`config.mk`:
```
export PLATFORM = sky130hd
export DESIGN_NAME = fetch_unit
export DESIGN_NICKNAME = d
export VERILOG_FILES = /design/src/rv_isa_pkg.sv /design/src/fetch_pkg.sv /design/src/instr_cache.sv /design/src/instr_predecode.sv /design/src/fetch_sequencer.sv /design/src/fetch_unit.sv
export VERILOG_INCLUDE_DIRS = /design/src /design/src/include
export SDC_FILE = /design/constraint.sdc
export NUM_CORES = 1
export LEC_CHECK = 0
export BUFFER_PORTS_ARGS = -buffer_cell sky130_fd_sc_hd__buf_2
export CORE_MARGIN = 2
export CORE_UTILIZATION = 55
export CTS_CLUSTER_DIAMETER = 200
export DETAILED_ROUTE_END_ITERATION = 12
export HOLD_SLACK_MARGIN = 0.02
export PLACE_DENSITY_LB_ADDON = 0.08
export SLEW_MARGIN = 30
export SYNTH_ARGS = -nofsm -noshare
export SYNTH_HDL_FRONTEND = slang
export SYNTH_SLANG_ARGS = --single-unit
export TNS_END_PERCENT = 1
```
`constraint.sdc`:
```
create_clock -name i_clock -period 7.6 [get_ports i_clock]
set_input_delay 0.76 -clock i_clock [delete_from_list [all_inputs] [get_ports i_clock]]
set_output_delay 0.76 -clock i_clock [all_outputs]
set_load 0.03 [all_outputs]
```
`src/include/fetch_params.svh`:
```
`ifndef FETCH_PARAMS_SVH
`define FETCH_PARAMS_SVH

// Address of the first fetch after reset
`define FETCH_RESET_VECTOR 32'h0000_0200

// Number of one-word instruction cache lines, must be a power of two
`define FETCH_ICACHE_LINES 16

`endif

```
`src/rv_isa_pkg.sv`:
```
package rv_isa_pkg;

	// One instruction word seen in two ways
	typedef union packed {
		// Register view, used for all four register indices
		struct packed {
			logic [4:0] rs3;
			logic [1:0] format;
			logic [4:0] rs2;
			logic [4:0] rs1;
			logic [2:0] funct3;
			logic [4:0] rd;
			logic [6:0] opcode;
		} r;
		// System view, funct12 selects ECALL, MRET and WFI
		struct packed {
			logic [11:0] funct12;
			logic [4:0] rs1;
			logic [2:0] funct3;
			logic [4:0] rd;
			logic [6:0] opcode;
		} sys;
	} rv_instr_u;

	// Major opcodes
	parameter logic [6:0] OPC_LOAD     = 7'b0000011;
	parameter logic [6:0] OPC_STORE    = 7'b0100011;
	parameter logic [6:0] OPC_OP       = 7'b0110011;
	parameter logic [6:0] OPC_OP_IMM   = 7'b0010011;
	parameter logic [6:0] OPC_LUI      = 7'b0110111;
	parameter logic [6:0] OPC_AUIPC    = 7'b0010111;
	parameter logic [6:0] OPC_JAL      = 7'b1101111;
	parameter logic [6:0] OPC_JALR     = 7'b1100111;
	parameter logic [6:0] OPC_BRANCH   = 7'b1100011;
	parameter logic [6:0] OPC_SYSTEM   = 7'b1110011;

	// Floating-point opcodes
	parameter logic [6:0] OPC_LOAD_FP  = 7'b0000111;
	parameter logic [6:0] OPC_STORE_FP = 7'b0100111;
	parameter logic [6:0] OPC_OP_FP    = 7'b1010011;
	parameter logic [6:0] OPC_FMADD    = 7'b1000011;

	// funct12 of the privileged SYSTEM words (funct3 is zero for all)
	parameter logic [11:0] F12_ECALL = 12'h000;
	parameter logic [11:0] F12_MRET  = 12'h302;
	parameter logic [11:0] F12_WFI   = 12'h105;

endpackage

```
`src/fetch_pkg.sv`:
```
package fetch_pkg;

	// Bank bit on top of the 5-bit register number
	parameter int REG_INDEX_W = 6;

	// Packet tag, increments once per delivered word
	parameter int FETCH_TAG_W = 32;

	// Sequencer states
	parameter logic ST_WAIT_CACHE = 1'b0;
	parameter logic ST_WAIT_JUMP  = 1'b1;

endpackage

```
`src/instr_cache.sv`:
```
`timescale 1ns/1ps

`include "fetch_params.svh"

module instr_cache (
	input  logic        i_clock,
	input  logic        i_reset,
	input  logic [31:0] i_pc,
	input  logic        i_stall,
	input  logic        i_bus_ready,
	input  logic [31:0] i_bus_rdata,
	output logic [31:0] o_rdata,
	output logic        o_ready,
	output logic        o_bus_request,
	output logic [31:0] o_bus_address
);

	localparam int INDEX_W = $clog2(`FETCH_ICACHE_LINES);
	localparam int TAG_W = 30 - INDEX_W;

	logic [`FETCH_ICACHE_LINES-1:0] line_valid;
	logic [TAG_W-1:0] line_tag [`FETCH_ICACHE_LINES];
	logic [31:0] line_data [`FETCH_ICACHE_LINES];

	logic [INDEX_W-1:0] lookup_index;
	logic [TAG_W-1:0] lookup_tag;
	logic lookup_hit;
	logic [INDEX_W-1:0] refill_index;
	logic [TAG_W-1:0] refill_tag;

	logic ready_q;
	logic [31:0] rdata_q;
	logic [31:0] ready_pc_q;
	logic request_q;
	logic [31:0] address_q;
	logic delivered;

	assign lookup_index = i_pc[INDEX_W+1:2];
	assign lookup_tag = i_pc[31:INDEX_W+2];
	assign lookup_hit = line_valid[lookup_index] && (line_tag[lookup_index] == lookup_tag);
	assign refill_index = address_q[INDEX_W+1:2];
	assign refill_tag = address_q[31:INDEX_W+2];

	// A word only counts if the PC still points at it
	assign delivered = ready_q && !i_stall && (ready_pc_q == i_pc);

	assign o_ready = delivered;
	assign o_rdata = rdata_q;
	assign o_bus_request = request_q;
	assign o_bus_address = address_q;

	always_ff @(posedge i_clock) begin
		if (i_reset) begin
			line_valid <= '0;
			request_q <= 1'b0;
			ready_q <= 1'b0;
		end else if (request_q) begin
			ready_q <= 1'b0;
			if (i_bus_ready) begin
				line_valid[refill_index] <= 1'b1;
				request_q <= 1'b0;
				// Forward the refilled word directly
				ready_q <= 1'b1;
			end
		end else begin
			// Skip one lookup after a delivery so a word is never sent twice
			ready_q <= lookup_hit && !i_stall && !delivered;
			request_q <= !lookup_hit && !i_stall;
		end
	end

	// Line contents and lookup result
	always_ff @(posedge i_clock) begin
		if (request_q) begin
			if (i_bus_ready) begin
				line_tag[refill_index] <= refill_tag;
				line_data[refill_index] <= i_bus_rdata;
				rdata_q <= i_bus_rdata;
				ready_pc_q <= address_q;
			end
		end else begin
			rdata_q <= line_data[lookup_index];
			ready_pc_q <= i_pc;
			// Held while the request is up
			address_q <= {i_pc[31:2], 2'b00};
		end
	end

endmodule

```
`src/instr_predecode.sv`:
```
`timescale 1ns/1ps

module instr_predecode (
	input  rv_isa_pkg::rv_instr_u               i_instruction,
	output logic [fetch_pkg::REG_INDEX_W-1:0]   o_rs1,
	output logic [fetch_pkg::REG_INDEX_W-1:0]   o_rs2,
	output logic [fetch_pkg::REG_INDEX_W-1:0]   o_rs3,
	output logic [fetch_pkg::REG_INDEX_W-1:0]   o_rd,
	output logic                                o_control_flow
);

	logic [6:0] opcode;
	logic is_r, is_i, is_s, is_b, is_u, is_j, is_r4;
	logic fp_all;
	logic is_privileged;

	assign opcode = i_instruction.r.opcode;

	// Instruction formats
	always_comb begin
		is_r = (opcode == rv_isa_pkg::OPC_OP) || (opcode == rv_isa_pkg::OPC_OP_FP);
		is_i = (opcode == rv_isa_pkg::OPC_LOAD) || (opcode == rv_isa_pkg::OPC_OP_IMM) ||
			(opcode == rv_isa_pkg::OPC_JALR) || (opcode == rv_isa_pkg::OPC_LOAD_FP) ||
			(opcode == rv_isa_pkg::OPC_SYSTEM);
		is_s = (opcode == rv_isa_pkg::OPC_STORE) || (opcode == rv_isa_pkg::OPC_STORE_FP);
		is_b = (opcode == rv_isa_pkg::OPC_BRANCH);
		is_u = (opcode == rv_isa_pkg::OPC_LUI) || (opcode == rv_isa_pkg::OPC_AUIPC);
		is_j = (opcode == rv_isa_pkg::OPC_JAL);
		is_r4 = (opcode == rv_isa_pkg::OPC_FMADD);
	end

	// FP arithmetic uses the FP bank on every operand
	assign fp_all = (opcode == rv_isa_pkg::OPC_OP_FP) || is_r4;

	// Indices, zero where the format has no such register
	assign o_rs1 = (is_r || is_i || is_s || is_b || is_r4) ?
		{fp_all, i_instruction.r.rs1} : '0;
	assign o_rs2 = (is_r || is_s || is_b || is_r4) ?
		{fp_all || (opcode == rv_isa_pkg::OPC_STORE_FP), i_instruction.r.rs2} : '0;
	assign o_rs3 = is_r4 ? {fp_all, i_instruction.r.rs3} : '0;
	assign o_rd = (is_r || is_i || is_u || is_j || is_r4) ?
		{fp_all || (opcode == rv_isa_pkg::OPC_LOAD_FP), i_instruction.r.rd} : '0;

	// ECALL, MRET, WFI; CSR accesses share the opcode but have funct3 != 0
	assign is_privileged = (opcode == rv_isa_pkg::OPC_SYSTEM) &&
		(i_instruction.sys.funct3 == 3'b000) &&
		((i_instruction.sys.funct12 == rv_isa_pkg::F12_ECALL) ||
		(i_instruction.sys.funct12 == rv_isa_pkg::F12_MRET) ||
		(i_instruction.sys.funct12 == rv_isa_pkg::F12_WFI));

	assign o_control_flow = is_j || is_b || (opcode == rv_isa_pkg::OPC_JALR) || is_privileged;

endmodule

```
`src/fetch_sequencer.sv`:
```
`timescale 1ns/1ps

`include "fetch_params.svh"

module fetch_sequencer (
	input  logic                                i_clock,
	input  logic                                i_reset,
	input  logic                                i_jump,
	input  logic [31:0]                         i_jump_pc,
	input  logic                                i_irq_pending,
	input  logic [31:0]                         i_irq_pc,
	input  logic                                i_decode_busy,
	input  logic                                i_cache_ready,
	input  logic [31:0]                         i_cache_rdata,
	input  logic [fetch_pkg::REG_INDEX_W-1:0]   i_rs1,
	input  logic [fetch_pkg::REG_INDEX_W-1:0]   i_rs2,
	input  logic [fetch_pkg::REG_INDEX_W-1:0]   i_rs3,
	input  logic [fetch_pkg::REG_INDEX_W-1:0]   i_rd,
	input  logic                                i_control_flow,
	output logic [31:0]                         o_pc,
	output logic                                o_cache_stall,
	output logic                                o_irq_dispatched,
	output logic [31:0]                         o_irq_epc,
	output logic [fetch_pkg::FETCH_TAG_W-1:0]   o_fetch_tag,
	output logic [31:0]                         o_fetch_instruction,
	output logic [31:0]                         o_fetch_pc,
	output logic [fetch_pkg::REG_INDEX_W-1:0]   o_fetch_rs1,
	output logic [fetch_pkg::REG_INDEX_W-1:0]   o_fetch_rs2,
	output logic [fetch_pkg::REG_INDEX_W-1:0]   o_fetch_rs3,
	output logic [fetch_pkg::REG_INDEX_W-1:0]   o_fetch_rd
);

	logic state;
	logic [31:0] pc;
	logic irq_take;
	logic accept;

	// One cycle gap between dispatches lets execute drop its request
	assign irq_take = i_irq_pending && !o_irq_dispatched;
	assign accept = !irq_take && (state == fetch_pkg::ST_WAIT_CACHE) && i_cache_ready;

	assign o_pc = pc;
	assign o_cache_stall = i_decode_busy || (state == fetch_pkg::ST_WAIT_JUMP);

	always_ff @(posedge i_clock) begin
		if (i_reset) begin
			state <= fetch_pkg::ST_WAIT_CACHE;
			pc <= `FETCH_RESET_VECTOR;
			o_fetch_tag <= '0;
			o_irq_dispatched <= 1'b0;
		end else begin
			o_irq_dispatched <= irq_take;
			if (irq_take) begin
				pc <= i_irq_pc;
				state <= fetch_pkg::ST_WAIT_CACHE;
			end else if (state == fetch_pkg::ST_WAIT_JUMP) begin
				if (i_jump) begin
					pc <= i_jump_pc;
					state <= fetch_pkg::ST_WAIT_CACHE;
				end
			end else if (accept) begin
				o_fetch_tag <= o_fetch_tag + 1'b1;
				// Execute decides where control flow goes next
				if (i_control_flow)
					state <= fetch_pkg::ST_WAIT_JUMP;
				else
					pc <= pc + 32'd4;
			end
		end
	end

	// Packet and interrupt return address
	always_ff @(posedge i_clock) begin
		if (irq_take)
			o_irq_epc <= pc;
		if (accept) begin
			o_fetch_instruction <= i_cache_rdata;
			o_fetch_pc <= pc;
			o_fetch_rs1 <= i_rs1;
			o_fetch_rs2 <= i_rs2;
			o_fetch_rs3 <= i_rs3;
			o_fetch_rd <= i_rd;
		end
	end

endmodule

```
`src/fetch_unit.sv`:
```
`timescale 1ns/1ps

module fetch_unit (
	input  logic                                i_clock,
	input  logic                                i_reset,
	input  logic                                i_jump,
	input  logic [31:0]                         i_jump_pc,
	input  logic                                i_irq_pending,
	input  logic [31:0]                         i_irq_pc,
	output logic                                o_irq_dispatched,
	output logic [31:0]                         o_irq_epc,
	output logic                                o_bus_request,
	output logic [31:0]                         o_bus_address,
	input  logic                                i_bus_ready,
	input  logic [31:0]                         i_bus_rdata,
	input  logic                                i_decode_busy,
	output logic [fetch_pkg::FETCH_TAG_W-1:0]   o_fetch_tag,
	output logic [31:0]                         o_fetch_instruction,
	output logic [31:0]                         o_fetch_pc,
	output logic [fetch_pkg::REG_INDEX_W-1:0]   o_fetch_rs1,
	output logic [fetch_pkg::REG_INDEX_W-1:0]   o_fetch_rs2,
	output logic [fetch_pkg::REG_INDEX_W-1:0]   o_fetch_rs3,
	output logic [fetch_pkg::REG_INDEX_W-1:0]   o_fetch_rd
);

	logic [31:0] pc;
	logic cache_stall;
	logic cache_ready;
	logic [31:0] cache_rdata;
	logic [fetch_pkg::REG_INDEX_W-1:0] rs1, rs2, rs3, rd;
	logic control_flow;

	instr_cache u_cache (
		.i_clock(i_clock),
		.i_reset(i_reset),
		.i_pc(pc),
		.i_stall(cache_stall),
		.i_bus_ready(i_bus_ready),
		.i_bus_rdata(i_bus_rdata),
		.o_rdata(cache_rdata),
		.o_ready(cache_ready),
		.o_bus_request(o_bus_request),
		.o_bus_address(o_bus_address)
	);

	// Indices are ready in the same cycle as the cache word
	instr_predecode u_predecode (
		.i_instruction(cache_rdata),
		.o_rs1(rs1),
		.o_rs2(rs2),
		.o_rs3(rs3),
		.o_rd(rd),
		.o_control_flow(control_flow)
	);

	fetch_sequencer u_sequencer (
		.i_clock(i_clock),
		.i_reset(i_reset),
		.i_jump(i_jump),
		.i_jump_pc(i_jump_pc),
		.i_irq_pending(i_irq_pending),
		.i_irq_pc(i_irq_pc),
		.i_decode_busy(i_decode_busy),
		.i_cache_ready(cache_ready),
		.i_cache_rdata(cache_rdata),
		.i_rs1(rs1),
		.i_rs2(rs2),
		.i_rs3(rs3),
		.i_rd(rd),
		.i_control_flow(control_flow),
		.o_pc(pc),
		.o_cache_stall(cache_stall),
		.o_irq_dispatched(o_irq_dispatched),
		.o_irq_epc(o_irq_epc),
		.o_fetch_tag(o_fetch_tag),
		.o_fetch_instruction(o_fetch_instruction),
		.o_fetch_pc(o_fetch_pc),
		.o_fetch_rs1(o_fetch_rs1),
		.o_fetch_rs2(o_fetch_rs2),
		.o_fetch_rs3(o_fetch_rs3),
		.o_fetch_rd(o_fetch_rd)
	);

endmodule

```
After elaboration in Yosys (flattened, before gate mapping)
Memories as Yosys holds them, arrays and structs flattened. A register that Yosys moved wholly into a read port is not among the register bits.
Cells that the tools add are included.
{"block": "op_classes", "shifts": 0, "n_mul": 0, "n_bitwise": 3, "div_mod_pow": 0, "n_lt_le_gt_ge": 3, "n_addsub": 2, "n_reduce_logical": 50, "eq_ne": 21, "n_mux": 27}
{"operator": "32-bit 2-to-1 mux", "n": 9}
{"operator": "7-bit == test (second input constant)", "n": 6}
{"operator": "32-bit by 1-bit adder with 32-bit output (second input constant)", "n": 1}
{"operator": "32-bit by 3-bit adder with 32-bit output (second input constant)", "n": 1}
{"operator": "32-bit == test", "n": 1}
{"operator": "7-bit by 6-bit == test with 1-bit output (second input constant)", "n": 4}
{"operator": "26-bit == test", "n": 1}
{"operator": "1-bit logical OR", "n": 26}
{"operator": "4-bit 2-to-1 mux", "n": 4}
{"operator": "16-bit bitwise OR", "n": 1}
{"operator": "7-bit by 5-bit == test with 1-bit output (second input constant)", "n": 2}
{"operator": "12-bit by 10-bit == test with 1-bit output (second input constant)", "n": 1}
{"operator": "12-bit by 9-bit == test with 1-bit output (second input constant)", "n": 1}
{"operator": "1-bit logical AND", "n": 12}
{"operator": "12-bit zero test", "n": 1}
{"operator": "1-bit 2-to-1 mux", "n": 12}
{"operator": "4-bit by 5-bit < comparator with 1-bit output (second input constant)", "n": 2}
{"operator": "7-bit by 2-bit == test with 1-bit output (second input constant)", "n": 1}
{"operator": "7-bit by 3-bit == test with 1-bit output (second input constant)", "n": 1}
{"operator": "3-bit AND reduction", "n": 2}
{"operator": "1-bit zero test", "n": 5}
{"operator": "1-bit binary-select mux with 4-bit select", "n": 1}
{"operator": "1-bit demux with 4-bit select", "n": 1}
{"operator": "4-bit by 1-bit >= comparator with 1-bit output (second input constant)", "n": 1}
{"operator": "other kinds (8)", "n": 9}
{"block": "word_totals", "wordCells": 125, "output_inout_bits": 186, "ramBits": 928, "romBits": 0, "memories": 2, "regBits": 298, "latchBits": 0}
{"memory": "u_cache.line_data", "words": 16, "word_bits": 32, "rd": 1, "rd_clocked_by_memory_dff": 1, "wr": 1, "line_no": "instr_cache.sv:23", "source": "logic [31:0] line_data [`FETCH_ICACHE_LINES];"}
{"memory": "u_cache.line_tag", "words": 16, "word_bits": 26, "rd": 1, "rd_clocked_by_memory_dff": 1, "wr": 1, "line_no": "instr_cache.sv:22", "source": "logic [TAG_W-1:0] line_tag [`FETCH_ICACHE_LINES];"}

Logic depth before layout (Yosys ltp)
{"block": "depth", "ltp_word": 11, "mapped_depth": 11, "mapped_depth_nobuf": 8}

By module
A second synthesis with hierarchy kept.
{"block": "hier_totals", "cells_unflattened": 2599, "hier_area_um2": 48367.6}
{"module": "instr_cache", "cells_per_inst": 1905, "area_each_um2": 40467.6, "instances": 1}
{"module": "fetch_sequencer", "cells_per_inst": 637, "area_each_um2": 7549.7, "instances": 1}
{"module": "instr_predecode", "cells_per_inst": 57, "area_each_um2": 350.3, "instances": 1}

Worst setup path before layout
Ideal clock, no wire load.
{"block": "synth_path", "path_type": "in2reg", "from": "input i_irq_pending", "to": "register u_sequencer.o_fetch_tag[27] (netlist name)", "n_path_buf": 0, "required_time_ns": 7.530, "stages": 6, "setup_time_ns": 0.070, "slack_ns": -0.495, "arrival_ns": 8.025, "cell_sequence": "nand2b_1 clkinv_1 nor4_2 nand4_1 or4_1 a21oi_1"}
{"block": "synth_via", "elab_chain_cells": 5}
{"item": "from (decl)", "line_no": "fetch_unit.sv:8", "source": "input logic i_irq_pending,"}
{"item": "1-bit logical AND", "line_no": "fetch_sequencer.sv:39", "source": "assign irq_take = i_irq_pending && !o_irq_dispatched;"}
{"item": "1-bit zero test", "line_no": "fetch_sequencer.sv:40", "source": "assign accept = !irq_take && (state == fetch_pkg::ST_WAIT_CACHE) && i_cache_ready;"}
{"item": "1-bit logical AND (2 in a row)", "line_no": "fetch_sequencer.sv:40"}
{"item": "named net u_sequencer.accept", "line_no": "fetch_sequencer.sv:36", "source": "logic accept;"}
{"item": "3-bit AND reduction (no line)"}
{"item": "to (signal assigned)", "line_no": "fetch_sequencer.sv:62", "source": "o_fetch_tag <= o_fetch_tag + 1'b1;"}
{"item": "to (decl)", "line_no": "fetch_sequencer.sv:24", "source": "output logic [fetch_pkg::FETCH_TAG_W-1:0] o_fetch_tag,"}
The timed path passes the listed nets, and every way through them passes these cells.
A chain may end at the register's enable or synchronous reset.

Final worst setup path
{"block": "layout_path", "from": "register u_sequencer.pc[16] (netlist: u_sequencer.o_pc[16])", "to": "register u_sequencer.o_fetch_tag[29] (netlist name)"}
{"block": "layout_via", "elab_chain_cells": 4}
{"item": "from (decl)", "line_no": "fetch_sequencer.sv:34", "source": "logic [31:0] pc;"}
{"item": "from (signal assigned)", "line_no": "fetch_sequencer.sv:48", "source": "pc <= `FETCH_RESET_VECTOR;"}
{"item": "from (signal assigned)", "line_no": "fetch_sequencer.sv:54", "source": "pc <= i_irq_pc;"}
{"item": "from (signal assigned)", "line_no": "fetch_sequencer.sv:58", "source": "pc <= i_jump_pc;"}
{"item": "32-bit == test", "line_no": "instr_cache.sv:45", "source": "assign delivered = ready_q && !i_stall && (ready_pc_q == i_pc);"}
{"item": "1-bit logical AND", "line_no": "instr_cache.sv:45"}
{"item": "1-bit logical AND", "line_no": "fetch_sequencer.sv:40"}
{"item": "named net u_sequencer.accept", "line_no": "fetch_sequencer.sv:36"}
{"item": "3-bit AND reduction (no line)"}
The timed path passes the listed nets, and every way through them passes these cells.

==> impl_metrics.py <==
metrics = {
    "power_and_ir_drop": {
        "seq_power_share_pct": 52.6,
        "swShare_pct": 22.52,
        "ir_worst_vdd_v": 0.0001961,
        "total_leakage_power_nw": 18.19,
        "clkPwrFrac_pct": 40.5,
        "p_sw_w": 0.003338,
        "comb_power_share_pct": 6.9,
        "p_int_w": 0.01149,
        "p_per_area_nw_per_um2": 268.4,
    },
    "clock_network": {
        "cts_tree": "built",
        "clock_latency_ns": 0.71,
        "clockBufferDepth": 3,
        "root_buffer": "clkbuf_16",
        "htree_levels": 3,
        "cts_setup_buffers": 0,
        "clk_pin_slew_ns": 0.06,
        "cts_resized": 0,
        "hold_buffers": 0,
        "numCtsBuffers": 120,
        "cts.sinks": 1230,
    },
    "cells_and_area": {
        "layout.nets": 3009,
        "register_area_um2": 36070,
        "drive_gt1_share_pct": 28.21,
        "area_growth_pct": 14.35,
        "multi_input_area_um2": 11590,
        "stdcell_count": 4165,
        "diodes": 0,
        "nFillCells": 6039,
        "fin_area_um2": 55230,
    },
    "detailed_routing": {
        "wire_per_inst_um": 29.30,
        "drt_iter0_drc": 2698,
        "viasPerCell": 6.260,
        "drt_pass1_iterations": 6,
        "ant_nets": 0,
        "drc_errors": 0,
        "via_count": 26070,
        "drt_wl_total_um": 122000,
    },
    "yosys": {
        "synth_edf_count": 1142,
        "yosysSeqAreaShare_pct": 74.64,
        "ys_ff_latch": 1230,
        "synth_cell_types": 74,
        "syn_inst": 2576,
        "postSynth.asyncResetShare_pct": 0,
        "synth_top_flop_cell": "edfxtp_1",
        "synthSimpleGateAreaFrac_pct": 5.087,
        "syn_area_um2": 48300,
        "synth_top_family_by_area": "multiplexers",
        "ys.warnings.count": 0,
        "synth_xor_area_share_pct": 1.432,
        "synth_compound_area_share_pct": 3.139,
        "synth_mux_area_share_pct": 14.00,
        "synth_fa_ha_area_share_pct": 0.05181,
        "avgSynthCellArea_um2": 18.75,
    },
    "worst_hold_path": {
        "hold_path_class": "in2reg",
    },
    "timing": {
        "slew_violations": 0,
        "fmax_mhz": 241.4,
        "maxSlewHeadroom_pct": 31.06,
        "setup_viol_count_final": 0,
        "finalSetupTns_ns": 0,
        "hold_viol": 0,
        "fin_crit_ns": 4.142,
        "final.setup_skew_ns": 0.03400,
        "rsz0062_at_grt": "no",
        "worst_pin_slew_ns": 1.034,
        "fin_crit_sh_pct": 54.50,
    },
    "global_route": {
        "grt_pass1_vias": 26000,
        "global_route.usage.met2_pct": 44.68,
        "grt_pass1_wl_um": 177500,
        "met3_usage_pct": 3.801,
        "met1_usage_pct": 38.37,
        "grt_busiest_layer": "met2",
        "antenna_found_initial": 4,
        "grt_max_degree": 106,
        "grt_util_all_layers_pct": 27.24,
        "grt_overflow": 0,
    },
    "flow_run": {
        "cap_viol_max_count": 0,
    },
    "placed_design": {
        "place_congestion": 0.8959,
        "dp_cells": 3937,
        "post_dp_cell_area_um2": 51160,
        "dp_hpwl_um": 69060,
        "io_buffers": 285,
    },
    "setup_path": {
        "crit_type": "reg2reg",
        "slowest_delay_ns": 0.85,
        "crit_chain": "xor2_1, nor4_1, nand4_1, nor4_4, buf_4, nand4_1, or4_1, a21oi_1",
        "start_kind": "register",
        "crit_buf_inv": 1,
        "endpoint_kind": "register",
        "crit_top_cell": "nand4_1",
        "crit_arrival_ns": 4.76,
        "crit_path_top_delay_cell": "dfxtp_1",
        "cp_top_family": "simple AND/OR/NAND/NOR gates",
        "crit_fanout": 41,
        "critical_path_required_ns": 8.22,
        "rrSetupSlack_ns": 3.46,
    },
    "die": {
        "row_count": 108,
        "core_area_um2": 86890,
        "die_area_um2": 90210,
        "die_h_um": 300.4,
        "ioPinCount": 288,
        "fp.dieW_um": 300.4,
        "initial_utilization_pct": 55.59,
    },
    "outcome": {
        "status": "finished clean",
    },
}
-- path summary, 6_finish.rpt --
check,end,cells past startpoint,from
worst max-delay path,u_sequencer.o_fetch_tag[29]$_SDFFE_PP0P_,8,u_sequencer.o_pc[16]$_SDFFE_PP0N_
worst max register to register,u_sequencer.o_fetch_tag[29]$_SDFFE_PP0P_,8,u_sequencer.o_pc[16]$_SDFFE_PP0N_
worst min-delay path,u_sequencer.o_pc[23]$_SDFFE_PP0N_,3,i_irq_pc[23]
worst min register to register,u_sequencer.o_fetch_instruction[7]$_DFFE_PP_,0,u_cache.o_rdata[7]$_DFFE_PP_
-- synth_stat cells, types with 4 or more instances --
cell | number | area [µm²]
and2_1 | 25 | 156.4
edfxtp_1 | 1142 | 34290
a22o_1 | 4 | 35.03
nand3_1 | 32 | 160.2
nor2_1 | 97 | 364.1
mux4_1 | 6 | 157.7
dfxtp_1 | 88 | 1762
a21oi_1 | 67 | 335.3
buf_2 | 53 | 265.3
nand2b_1 | 10 | 62.56
a211oi_1 | 16 | 120.1
inv_1 | 18 | 67.56
a311oi_1 | 10 | 87.58
clkbuf_1 | 66 | 247.7
or3_1 | 27 | 168.9
or2_2 | 5 | 31.28
and4_1 | 5 | 43.79
nand4_1 | 20 | 125.1
and3_1 | 8 | 50.05
xnor2_1 | 38 | 332.8
o311ai_0 | 4 | 35.03
mux2_2 | 28 | 315.3
o211ai_1 | 9 | 67.56
o31ai_1 | 8 | 60.06
or4_1 | 9 | 67.56
nor4_1 | 17 | 106.4
nand2_1 | 190 | 713.2
nor2b_1 | 13 | 81.33
a31oi_1 | 5 | 31.28
mux2i_1 | 86 | 860.8
o21ai_0 | 57 | 285.3
buf_4 | 14 | 105.1
a22oi_1 | 18 | 135.1
xor2_1 | 41 | 359.1
buf_1 | 11 | 41.29
mux4_2 | 241 | 5428
nor3_1 | 23 | 115.1
-- power groups by stage --
stage | clock network [W] | logic [W] | registers, W
5_1_grt | 0.00636 | 0.00108 | 0.00782
6_report | 0.00601 | 0.00102 | 0.00780
2_1_floorplan | 0 | 0.000653 | 0.00789
4_1_cts | 0.00609 | 0.00102 | 0.00780
3_5_place_dp | 0 | 0.00102 | 0.00794
3_3_place_gp | 0 | 0.000998 | 0.00794
-- through the flow --
step / hold slack [ns] / power (W) / utilization [%] / setup WS, ns
after detailed placement: 0.4274 / 0.008962 / 58.88 / 3.478
after CTS: 0.2891 / 0.01492 / 63.54 / 3.463
after global routing: 0.3261 / 0.01526 / 63.57 / 3.021
final: 0.3214 / 0.01482 / 63.57 / 3.458
after global placement: 0.4247 / 0.008938 / 58.83 / 3.280
after floorplan: 0.4174 / 0.008539 / - / 1.699
-- per-layer routing --
| metal | wire length (µm) | up-vias |
|---|---|---|
| li1 | - | 11020 |
| met1 | 50040 | 13650 |
| met2 | 60190 | 1193 |
| met3 | 8431 | 203 |
| met4 | 3307 | 8 |
| met5 | 49 | - |
-- area by class of cell --
type,count,area share (%)
inverters,21,0.1472
flip-flops and latches,1230,65.30
multi-input cells,1178,20.99
clock buffers,156,6.116
repair buffers,354,3.624
clock inverters,71,1.203
well taps,1155,2.616
-- registers in the layout, indices dropped and copies added (netlist names), 16 cells and up, named ones only --
register,flops
u_sequencer.o_pc,32
u_cache.ready_pc_q,32
u_cache.o_rdata,32
u_cache.line_data,512
u_cache.o_bus_address,30
u_sequencer.o_fetch_instruction,32
u_sequencer.o_fetch_pc,32
u_cache.line_tag,416
u_cache.line_valid,16
u_sequencer.o_irq_epc,32
u_sequencer.o_fetch_tag,32
-- placed cells by master (no fill, tap or decap), types with 18 or more instances in the layout --
cell type	Yosys	final
clkbuf_1	66	21
buf_2	53	285
nand4_1	20	20
and2_1	25	25
nand2_1	190	190
xor2_1	41	41
nor2_1	97	85
a22oi_1	18	18
dfxtp_1	88	84
clkinv_2	0	24
a21oi_1	67	67
nand3_1	32	32
mux2i_1	86	86
clkinv_1	3	21
xnor2_1	38	38
nor3_1	23	18
edfxtp_1	1142	1142
o21ai_0	57	57
clkbuf_16	0	128
or3_1	27	27
buf_4	14	65
mux4_2	241	241
mux2_2	28	28
-- worst min-delay path, delay by kind of cell --
kind                   cells  cell delay [ns]
and+or+nand+nor            1             0.05
AOI/OAI and AO/OA          1             0.08
buffers and inverters      1             0.09
-- cells by family (layout without fill, tap and decap cells) --
group / Yosys count / count (layout)
AOI/OAI and AO/OA: 234 / 234
xor gates and xnor gates: 79 / 79
adders and majority gates: 2 / 2
buffers and inverters: 169 / 602
DFF: 1230 / 1230
muxes: 361 / 361
other: 1 / 2
and+or+nand+nor: 500 / 500
Power figures use the tool's default switching activity.
